$ cat src/verilog/buf_types_pkg.sv
package buf_types_pkg;

// Byte lanes per packed word.
localparam int BYTES_PER_WORD = 4;
localparam int LANE_IDX_W     = 2;   // Enough to count BYTES_PER_WORD lanes.

// One byte of the stream.
typedef logic [7:0] byte_t;

// Four bytes, lane 0 in the low byte.
typedef logic [BYTES_PER_WORD*8-1:0] word_t;

endpackage

$ cat src/verilog/buf_cfg_pkg.sv
package buf_cfg_pkg;

// Depth is kept a power of two by deriving it from the pointer width.
localparam int FIFO_PTR_W = 4;
localparam int FIFO_DEPTH = 2 ** FIFO_PTR_W;

// 1 selects wrap-bit status, 0 the occupancy counter.
localparam int FIFO_STATUS_MODE = 1;

endpackage

$ cat src/verilog/bram.sv
`timescale 1ns/1ps

module bram #(
    parameter int MEM_WIDTH = 32,
    parameter int MEM_DEPTH = 16
) (
    input  logic                         clk_i,
    input  logic                         wr_en_i,
    input  logic [$clog2(MEM_DEPTH)-1:0] wr_addr_i,
    input  logic [MEM_WIDTH-1:0]         wr_data_i,
    input  logic                         rd_en_i,
    input  logic [$clog2(MEM_DEPTH)-1:0] rd_addr_i,
    output logic [MEM_WIDTH-1:0]         rd_data_o
);

logic [MEM_WIDTH-1:0] mem [MEM_DEPTH];

always_ff @(posedge clk_i) begin
    if (wr_en_i) begin
        mem[wr_addr_i] <= wr_data_i;
    end
end

// Registered read, output holds when not enabled.
always_ff @(posedge clk_i) begin
    if (rd_en_i) begin
        rd_data_o <= mem[rd_addr_i];
    end
end

endmodule

$ cat src/verilog/sync_fifo.sv
`timescale 1ns/1ps

module sync_fifo #(
    parameter int FIFO_WIDTH = 32,
    parameter int FIFO_DEPTH = 16,
    parameter int CIRCLE_BUF = 1
) (
    input  logic                  clk_i,
    input  logic                  arstn_i,

    input  logic [FIFO_WIDTH-1:0] data_i,
    input  logic                  push_i,
    input  logic                  pop_i,

    output logic [FIFO_WIDTH-1:0] data_o,
    output logic                  full_o,
    output logic                  empty_o
);

localparam int PTR_WIDTH = $clog2(FIFO_DEPTH);
localparam logic [PTR_WIDTH-1:0] MAX_PTR = PTR_WIDTH'(FIFO_DEPTH - 1);

logic [PTR_WIDTH-1:0]  wr_ptr;
logic [PTR_WIDTH-1:0]  rd_ptr;
logic [PTR_WIDTH-1:0]  rd_next_ptr;   // Address of the word behind the head.
logic                  last_word;     // Exactly one word stored.
logic                  ram_we;
logic                  ram_re;
logic [FIFO_WIDTH-1:0] ram_q;
logic [FIFO_WIDTH-1:0] byp_data;
logic                  byp_valid;
logic                  byp_load;
logic                  wr_wrap;
logic                  rd_wrap;

assign wr_wrap = (wr_ptr == MAX_PTR);
assign rd_wrap = (rd_ptr == MAX_PTR);

always_ff @(posedge clk_i or negedge arstn_i) begin
    if (!arstn_i) begin
        wr_ptr <= '0;
    end else if (push_i) begin
        wr_ptr <= wr_wrap ? '0 : wr_ptr + 1'b1;
    end
end

always_ff @(posedge clk_i or negedge arstn_i) begin
    if (!arstn_i) begin
        rd_ptr <= '0;
    end else if (pop_i) begin
        rd_ptr <= rd_wrap ? '0 : rd_ptr + 1'b1;
    end
end

assign rd_next_ptr = rd_wrap ? '0 : rd_ptr + 1'b1;
assign last_word   = (wr_ptr == rd_next_ptr);

// A word that becomes the head right away skips the RAM.
assign byp_load = push_i & (empty_o | (pop_i & last_word));
assign ram_we   = push_i & ~byp_load;
assign ram_re   = pop_i & ~last_word;   // Prefetch the next head.

always_ff @(posedge clk_i) begin
    if (byp_load) begin
        byp_data <= data_i;
    end
end

always_ff @(posedge clk_i or negedge arstn_i) begin
    if (!arstn_i) begin
        byp_valid <= 1'b0;
    end else if (byp_load) begin
        byp_valid <= 1'b1;
    end else if (pop_i) begin
        byp_valid <= 1'b0;
    end
end

assign data_o = byp_valid ? byp_data : ram_q;

bram #(
    .MEM_WIDTH (FIFO_WIDTH ),
    .MEM_DEPTH (FIFO_DEPTH )
) i_bram (
    .clk_i     (clk_i      ),
    .wr_en_i   (ram_we     ),
    .wr_addr_i (wr_ptr     ),
    .wr_data_i (data_i     ),
    .rd_en_i   (ram_re     ),
    .rd_addr_i (rd_next_ptr),
    .rd_data_o (ram_q      )
);

if (CIRCLE_BUF == 1) begin : g_wrap_status
    logic wr_lap;
    logic rd_lap;
    logic same_ptr;

    // Lap bits flip each time a pointer wraps.
    always_ff @(posedge clk_i or negedge arstn_i) begin
        if (!arstn_i) begin
            wr_lap <= 1'b0;
        end else if (push_i && wr_wrap) begin
            wr_lap <= ~wr_lap;
        end
    end

    always_ff @(posedge clk_i or negedge arstn_i) begin
        if (!arstn_i) begin
            rd_lap <= 1'b0;
        end else if (pop_i && rd_wrap) begin
            rd_lap <= ~rd_lap;
        end
    end

    assign same_ptr = (wr_ptr == rd_ptr);
    assign full_o   = same_ptr & (wr_lap ^ rd_lap);
    assign empty_o  = same_ptr & ~(wr_lap ^ rd_lap);
end else begin : g_count_status
    logic [PTR_WIDTH:0] occupancy;

    always_ff @(posedge clk_i or negedge arstn_i) begin
        if (!arstn_i) begin
            occupancy <= '0;
        end else begin
            case ({push_i, pop_i})
                2'b10:   occupancy <= occupancy + 1'b1;
                2'b01:   occupancy <= occupancy - 1'b1;
                default: occupancy <= occupancy;
            endcase
        end
    end

    assign full_o  = (occupancy == (PTR_WIDTH + 1)'(FIFO_DEPTH));
    assign empty_o = (occupancy == '0);
end

endmodule

$ cat src/verilog/byte_packer.sv
`timescale 1ns/1ps

module byte_packer (
    input  logic                 clk_i,
    input  logic                 arstn_i,
    input  buf_types_pkg::byte_t in_byte_i,
    input  logic                 in_valid_i,
    input  logic                 fifo_full_i,
    output logic                 in_full_o,
    output logic                 fifo_push_o,
    output buf_types_pkg::word_t fifo_wdata_o
);

logic [buf_types_pkg::LANE_IDX_W-1:0] lane_idx;
buf_types_pkg::word_t                 hold_word;
logic                                 hold_valid;
logic                                 last_lane;
logic                                 accept;
// Lanes below the last one.
logic [(buf_types_pkg::BYTES_PER_WORD-1)*$bits(buf_types_pkg::byte_t)-1:0] lane_word;

assign last_lane = (int'(lane_idx) == buf_types_pkg::BYTES_PER_WORD - 1);

// Stall only when the next byte would complete a word with nowhere to go.
assign in_full_o = hold_valid & last_lane;
assign accept    = in_valid_i & ~in_full_o;

assign fifo_push_o  = hold_valid & ~fifo_full_i;
assign fifo_wdata_o = hold_word;

always_ff @(posedge clk_i or negedge arstn_i) begin
    if (!arstn_i) begin
        lane_idx <= '0;
    end else if (accept) begin
        lane_idx <= lane_idx + 1'b1;   // Wraps after the last lane.
    end
end

always_ff @(posedge clk_i) begin
    if (accept && !last_lane) begin
        lane_word[int'(lane_idx)*$bits(buf_types_pkg::byte_t) +: $bits(buf_types_pkg::byte_t)]
            <= in_byte_i;
    end
end

// Final byte goes straight into the hold register with the earlier lanes.
always_ff @(posedge clk_i) begin
    if (accept && last_lane) begin
        hold_word <= {in_byte_i, lane_word};
    end
end

always_ff @(posedge clk_i or negedge arstn_i) begin
    if (!arstn_i) begin
        hold_valid <= 1'b0;
    end else if (accept && last_lane) begin
        hold_valid <= 1'b1;
    end else if (fifo_push_o) begin
        hold_valid <= 1'b0;
    end
end

endmodule

$ cat src/verilog/byte_unpacker.sv
`timescale 1ns/1ps

module byte_unpacker (
    input  logic                 clk_i,
    input  logic                 arstn_i,
    input  buf_types_pkg::word_t fifo_rdata_i,
    input  logic                 fifo_empty_i,
    input  logic                 out_pop_i,
    output logic                 fifo_pop_o,
    output buf_types_pkg::byte_t out_byte_o,
    output logic                 out_valid_o
);

buf_types_pkg::word_t                 word_q;
logic [buf_types_pkg::LANE_IDX_W-1:0] lane_idx;
logic                                 word_valid;
logic                                 last_lane;
logic                                 byte_pop;
logic                                 release_last;

assign last_lane    = (int'(lane_idx) == buf_types_pkg::BYTES_PER_WORD - 1);
assign byte_pop     = word_valid & out_pop_i;   // Pops without a byte are ignored.
assign release_last = byte_pop & last_lane;

// Refill when idle, or at the edge that releases the last lane.
assign fifo_pop_o = ~fifo_empty_i & (~word_valid | release_last);

always_ff @(posedge clk_i) begin
    if (fifo_pop_o) begin
        word_q <= fifo_rdata_i;
    end
end

always_ff @(posedge clk_i or negedge arstn_i) begin
    if (!arstn_i) begin
        word_valid <= 1'b0;
        lane_idx   <= '0;
    end else if (fifo_pop_o) begin
        word_valid <= 1'b1;
        lane_idx   <= '0;   // Lane 0 is shown first.
    end else if (byte_pop) begin
        lane_idx <= lane_idx + 1'b1;
        if (last_lane) begin
            word_valid <= 1'b0;
        end
    end
end

assign out_valid_o = word_valid;

// Lane select.
assign out_byte_o =
    word_q[int'(lane_idx)*$bits(buf_types_pkg::byte_t) +: $bits(buf_types_pkg::byte_t)];

endmodule

$ cat src/verilog/byte_buffer_top.sv
`timescale 1ns/1ps

module byte_buffer_top (
    input  logic                 clk_i,
    input  logic                 arstn_i,
    input  buf_types_pkg::byte_t in_byte_i,
    input  logic                 in_valid_i,
    input  logic                 out_pop_i,
    output logic                 in_full_o,
    output buf_types_pkg::byte_t out_byte_o,
    output logic                 out_valid_o
);

logic                 fifo_push;
buf_types_pkg::word_t fifo_wdata;
buf_types_pkg::word_t fifo_rdata;
logic                 fifo_full;
logic                 fifo_empty;
logic                 fifo_pop;

byte_packer i_byte_packer (
    .clk_i        (clk_i     ),
    .arstn_i      (arstn_i   ),
    .in_byte_i    (in_byte_i ),
    .in_valid_i   (in_valid_i),
    .fifo_full_i  (fifo_full ),
    .in_full_o    (in_full_o ),
    .fifo_push_o  (fifo_push ),
    .fifo_wdata_o (fifo_wdata)
);

// Word FIFO between the two byte domains.
sync_fifo #(
    .FIFO_WIDTH ($bits(buf_types_pkg::word_t)  ),
    .FIFO_DEPTH (buf_cfg_pkg::FIFO_DEPTH       ),
    .CIRCLE_BUF (buf_cfg_pkg::FIFO_STATUS_MODE )
) i_sync_fifo (
    .clk_i      (clk_i     ),
    .arstn_i    (arstn_i   ),
    .data_i     (fifo_wdata),
    .push_i     (fifo_push ),
    .pop_i      (fifo_pop  ),
    .data_o     (fifo_rdata),
    .full_o     (fifo_full ),
    .empty_o    (fifo_empty)
);

byte_unpacker i_byte_unpacker (
    .clk_i        (clk_i      ),
    .arstn_i      (arstn_i    ),
    .fifo_rdata_i (fifo_rdata ),
    .fifo_empty_i (fifo_empty ),
    .out_pop_i    (out_pop_i  ),
    .fifo_pop_o   (fifo_pop   ),
    .out_byte_o   (out_byte_o ),
    .out_valid_o  (out_valid_o)
);

endmodule

$ cat config.mk
export PLATFORM = sky130hd
export DESIGN_NAME = byte_buffer_top
export DESIGN_NICKNAME = d
export VERILOG_FILES = /design/src/verilog/buf_types_pkg.sv /design/src/verilog/buf_cfg_pkg.sv /design/src/verilog/bram.sv /design/src/verilog/sync_fifo.sv /design/src/verilog/byte_packer.sv /design/src/verilog/byte_unpacker.sv /design/src/verilog/byte_buffer_top.sv
export SDC_FILE = /design/constraint.sdc
export NUM_CORES = 1
export LEC_CHECK = 0
export ABC_AREA = 1
export BUFFER_PORTS_ARGS = -buffer_cell sky130_fd_sc_hd__buf_2
export CAP_MARGIN = 20
export CORE_AREA = 2 2 237 262
export CTS_CLUSTER_SIZE = 20
export DETAILED_ROUTE_END_ITERATION = 10
export DIE_AREA = 0 0 239 264
export HOLD_SLACK_MARGIN = 0.05
export PLACE_DENSITY_LB_ADDON = 0.05
export SETUP_SLACK_MARGIN = 0.4
export SLEW_MARGIN = 20
export SYNTH_ARGS = -nofsm -noshare
export SYNTH_HDL_FRONTEND = slang
export SYNTH_HIERARCHICAL = 1
export SYNTH_SLANG_ARGS = --single-unit
$ cat constraint.sdc
create_clock -name clk_i -period 5.7 [get_ports clk_i]
set_input_delay 0.57 -clock clk_i [delete_from_list [all_inputs] [get_ports clk_i]]
set_output_delay 0.57 -clock clk_i [all_outputs]
set_load 0.05 [all_outputs]
==> results by group <==
Power
  – Power per Cell Area: 512.1 mW/mm2
  – Leakage: 13.15 nW
  – Worst IR drop on VDD: 0.0003862 V

Worst setup path
  – Crit end category: flop
  – Worst reg2reg setup slack: 1.78 ns
  – CP max stage delay: 0.88 ns
  – Top delay family on crit path: simple AND/OR/NAND/NOR gates
  – Worst path arrival time: 4.21 ns
  – Worst-path cell with the longest stage delay: nor2_4
  – CP bufs+invs: 1
  – CP Class: reg2reg
  – Critical Path RT: 5.99 ns
  – CP Cell Sequence: ha_4 > xnor2_1 > nand3_2 > nor2_4 > nand3_2 > nand2_2 > nor2_1 > nand3_1 > nor2_4 > buf_4
  – Crit Path Max Fanout: 43
  – Startpoint type of the worst setup path: flop

Global route
  – Pin count of the biggest net entering global routing: 99
  – Overall global routing resource usage: 24.05%
  – First-pass GRT wire length: 110.3 mm
  – Overflow after GRT: 0
  – Initial antenna violation count: 14
  – Vias in the first global route: 17140

Placement
  – RePlAce Congestion: 0.8072
  – Port-buffer cells: 21
  – Post-detail-place hpwl: 43.76 mm

Timing
  – Slew Limit Fails: 0
  – Setup TNS: 0 ns
  – Tmin final: 3.915 ns
  – FMAX: 255.4 MHz
  – Relative slew slack: 29.90%
  – Tcrit/Tclk final: 68.69%
  – Setup Skew: 0.02059 ns
  – RSZ-0062 raised after global routing: false
  – Final setup violation count: 0
  – Hold Vio Cnt, Final: 0
  – Worst-margin pin slew: 1.052 ns

Run status
  – Status: finished clean

Finish
  – Most frequent cells in the layout: nand2_1 (779), edfxtp_1 (664), inv_1 (440)
  – Sequential standard cell area: 0.02037 mm2
  – Share of post-route cells with drive strength above 1: 9.087%
  – NumNets Final: 2608
  – Area delta synth->final: 11.33%
  – # fillers: 5373
  – Area taken by multi-input logic gates: 0.006090 mm2
  – Commonest non-fill, non-tap cell in the layout: nand2_1
  – Core Util, Final: 52.85%

Die
  – Die area: 0.06310 mm2
  – Initial Util: 47.47%
  – Die Y: 264 um
  – Die width: 239 um
  – Core Box Area: 0.06062 mm2
  – I/O pins: 22
  – Num rows: 95

Min path
  – HP Class: in2reg

CTS
  – H-tree levels: 3
  – Reg clk slew, reported paths: 0.06 ns
  – Clock sink total: 681
  – CTS Buf Count: 71
  – CTS root buffer: clkbuf_16
  – Clock latency on the worst-skew pair: 0.61 ns
  – CTS tree: yes
  – Deepest clock path buffer count: 3
  – Cts repair resizes: 0

Synth
  – Post-Syn Area: 0.02878 mm2
  – Synth Instances: 2569
  – Yosys cell types: 32
  – Syn. warnings: 6
  – Avg Cell Area, Syn: 11.20 um2
  – #FFs+latches synth: 681
  – Mapped Nets: 2589
  – Seq/Total Area, Yosys: 70.77%

Detailed routing
  – Routed wire per std cell: 21.69 um
  – Drt initial violations: 1732
  – DR DRC count: 0
  – Avg Vias per Cell: 5.208
  – Antenna Violating Nets Remaining: 0
  – Via Count: 17810
  – TritonRoute pass-1 iters: 5
  – Detailed Route WL: 74.17 mm

Job
  – Max Cap Violations: 0
## path summary, 6_finish.rpt
check | from | end | depth (start not counted)
worst max register to register | i_sync_fifo/rd_ptr[0]$_DFFE_PN0P_ | i_sync_fifo/i_bram/mem[13][16]$_DFFE_PP_ | 10
max in group asynchronous | arstn_i | i_sync_fifo/byp_valid$_DFFE_PN0P_ | 2
min in group asynchronous | arstn_i | i_sync_fifo/rd_ptr[2]$_DFFE_PN0P_ | 2
worst max-delay path | i_sync_fifo/rd_ptr[0]$_DFFE_PN0P_ | i_sync_fifo/i_bram/mem[13][16]$_DFFE_PP_ | 10
worst min register to register | i_byte_packer/lane_word[15]$_DFFE_PP_ | i_byte_packer/fifo_wdata_o[15]$_DFFE_PP_ | 0
worst min-delay path | in_byte_i[5] | i_byte_packer/fifo_wdata_o[29]$_DFFE_PP_ | 1
## layout make-up
type	count	share of cell area, %
diodes	2	0.01562
clock buffers	86	5.855
clock inverters	40	1.211
inverters	452	5.347
multi-input cells	1321	19.01
flip-flops and latches	681	63.57
well taps	776	3.031
repair buffers	61	1.961
## per-stage QoR
stage	total power, mW	hold slack, ns	worst slack (ns)	instances	instance area (um2)
after floorplan	10.18	0.2744	0.4333	2569	28780
after global placement	11.89	0.4037	1.848	3278	29470
after detailed placement	11.92	0.4052	1.813	3284	29610
after CTS	16.50	0.1400	1.800	3411	31880
after global routing	17.26	0.1559	1.617	3417	32030
final	16.40	0.1760	1.785	3419	32040
## report_power, final
group | leakage [nW] | switching [mW] | total, mW | internal (mW)
logic | 5.83 | 4.03 | 5.53 | 1.49
registers | 6.20 | 0.318 | 6.31 | 5.99
clock network | 1.11 | 1.90 | 4.57 | 2.66
total | 13.1 | 6.25 | 16.4 | 10.1
## repair_timing
item | CTS | global route
buffers inserted | 0 | 0
hold buffers | 1 | 0
endpoints found under the hold margin | 17 | 0
## per-layer routing
layer  up-vias  wire (um)  global-route usage [%]  share of wire (%)
met5         -         13                       0              0.018
met1      8670      32860                   34.33                 44
met4         2       2193                   8.564                3.0
li1       8419          -                       -                  -
met3       123       5411                   4.305                7.3
met2       593      33690                   37.17                 45
## Yosys cell counts, drive strengths merged
master	number	area [um2]
xor2	4	35.03
o21ai	6	30.03
nand3b	3	22.52
clkinv	2	8.750
nor2	50	195.2
buf	101	720.7
nand3	420	2140
or2	1	6.260
nand2	788	2980
mux2	32	360.4
nand4	1	12.51
dfrtp	17	425.4
clkbuf	14	52.55
nor4	1	6.260
edfxtp	664	19940
ha	8	100.1
a22oi	1	12.51
inv	450	1694
a21oi	3	15.01
xnor2	1	8.760
nor3	2	10.01
## cell families after synthesis
group / count (synthesis) / synth area share (%)
compound gates: 10 / 0.2000
xor+xnor: 5 / 0.1522
fa+ha+maj: 8 / 0.3479
buf+inv: 567 / 8.605
flops: 681 / 70.77
mux: 32 / 1.252
simple gates: 1266 / 18.67
## sequential cells by signal (all words and copies together) (netlist names)
name / cells
i_sync_fifo/g_wrap_status.rd_lap: 1
i_byte_unpacker/out_valid_o: 1
i_byte_packer/lane_idx: 2
i_byte_packer/hold_valid: 1
i_byte_packer/lane_word: 24
i_sync_fifo/wr_ptr: 4
i_sync_fifo/rd_ptr: 4
i_byte_unpacker/lane_idx: 2
i_sync_fifo/byp_valid: 1
i_sync_fifo/i_bram/mem: 512
i_byte_packer/fifo_wdata_o: 32
i_sync_fifo/g_wrap_status.wr_lap: 1
i_sync_fifo/i_bram/rd_data_o: 32
i_sync_fifo/byp_data: 32
i_byte_unpacker/word_q: 32
Power figures use the tool's default switching activity.
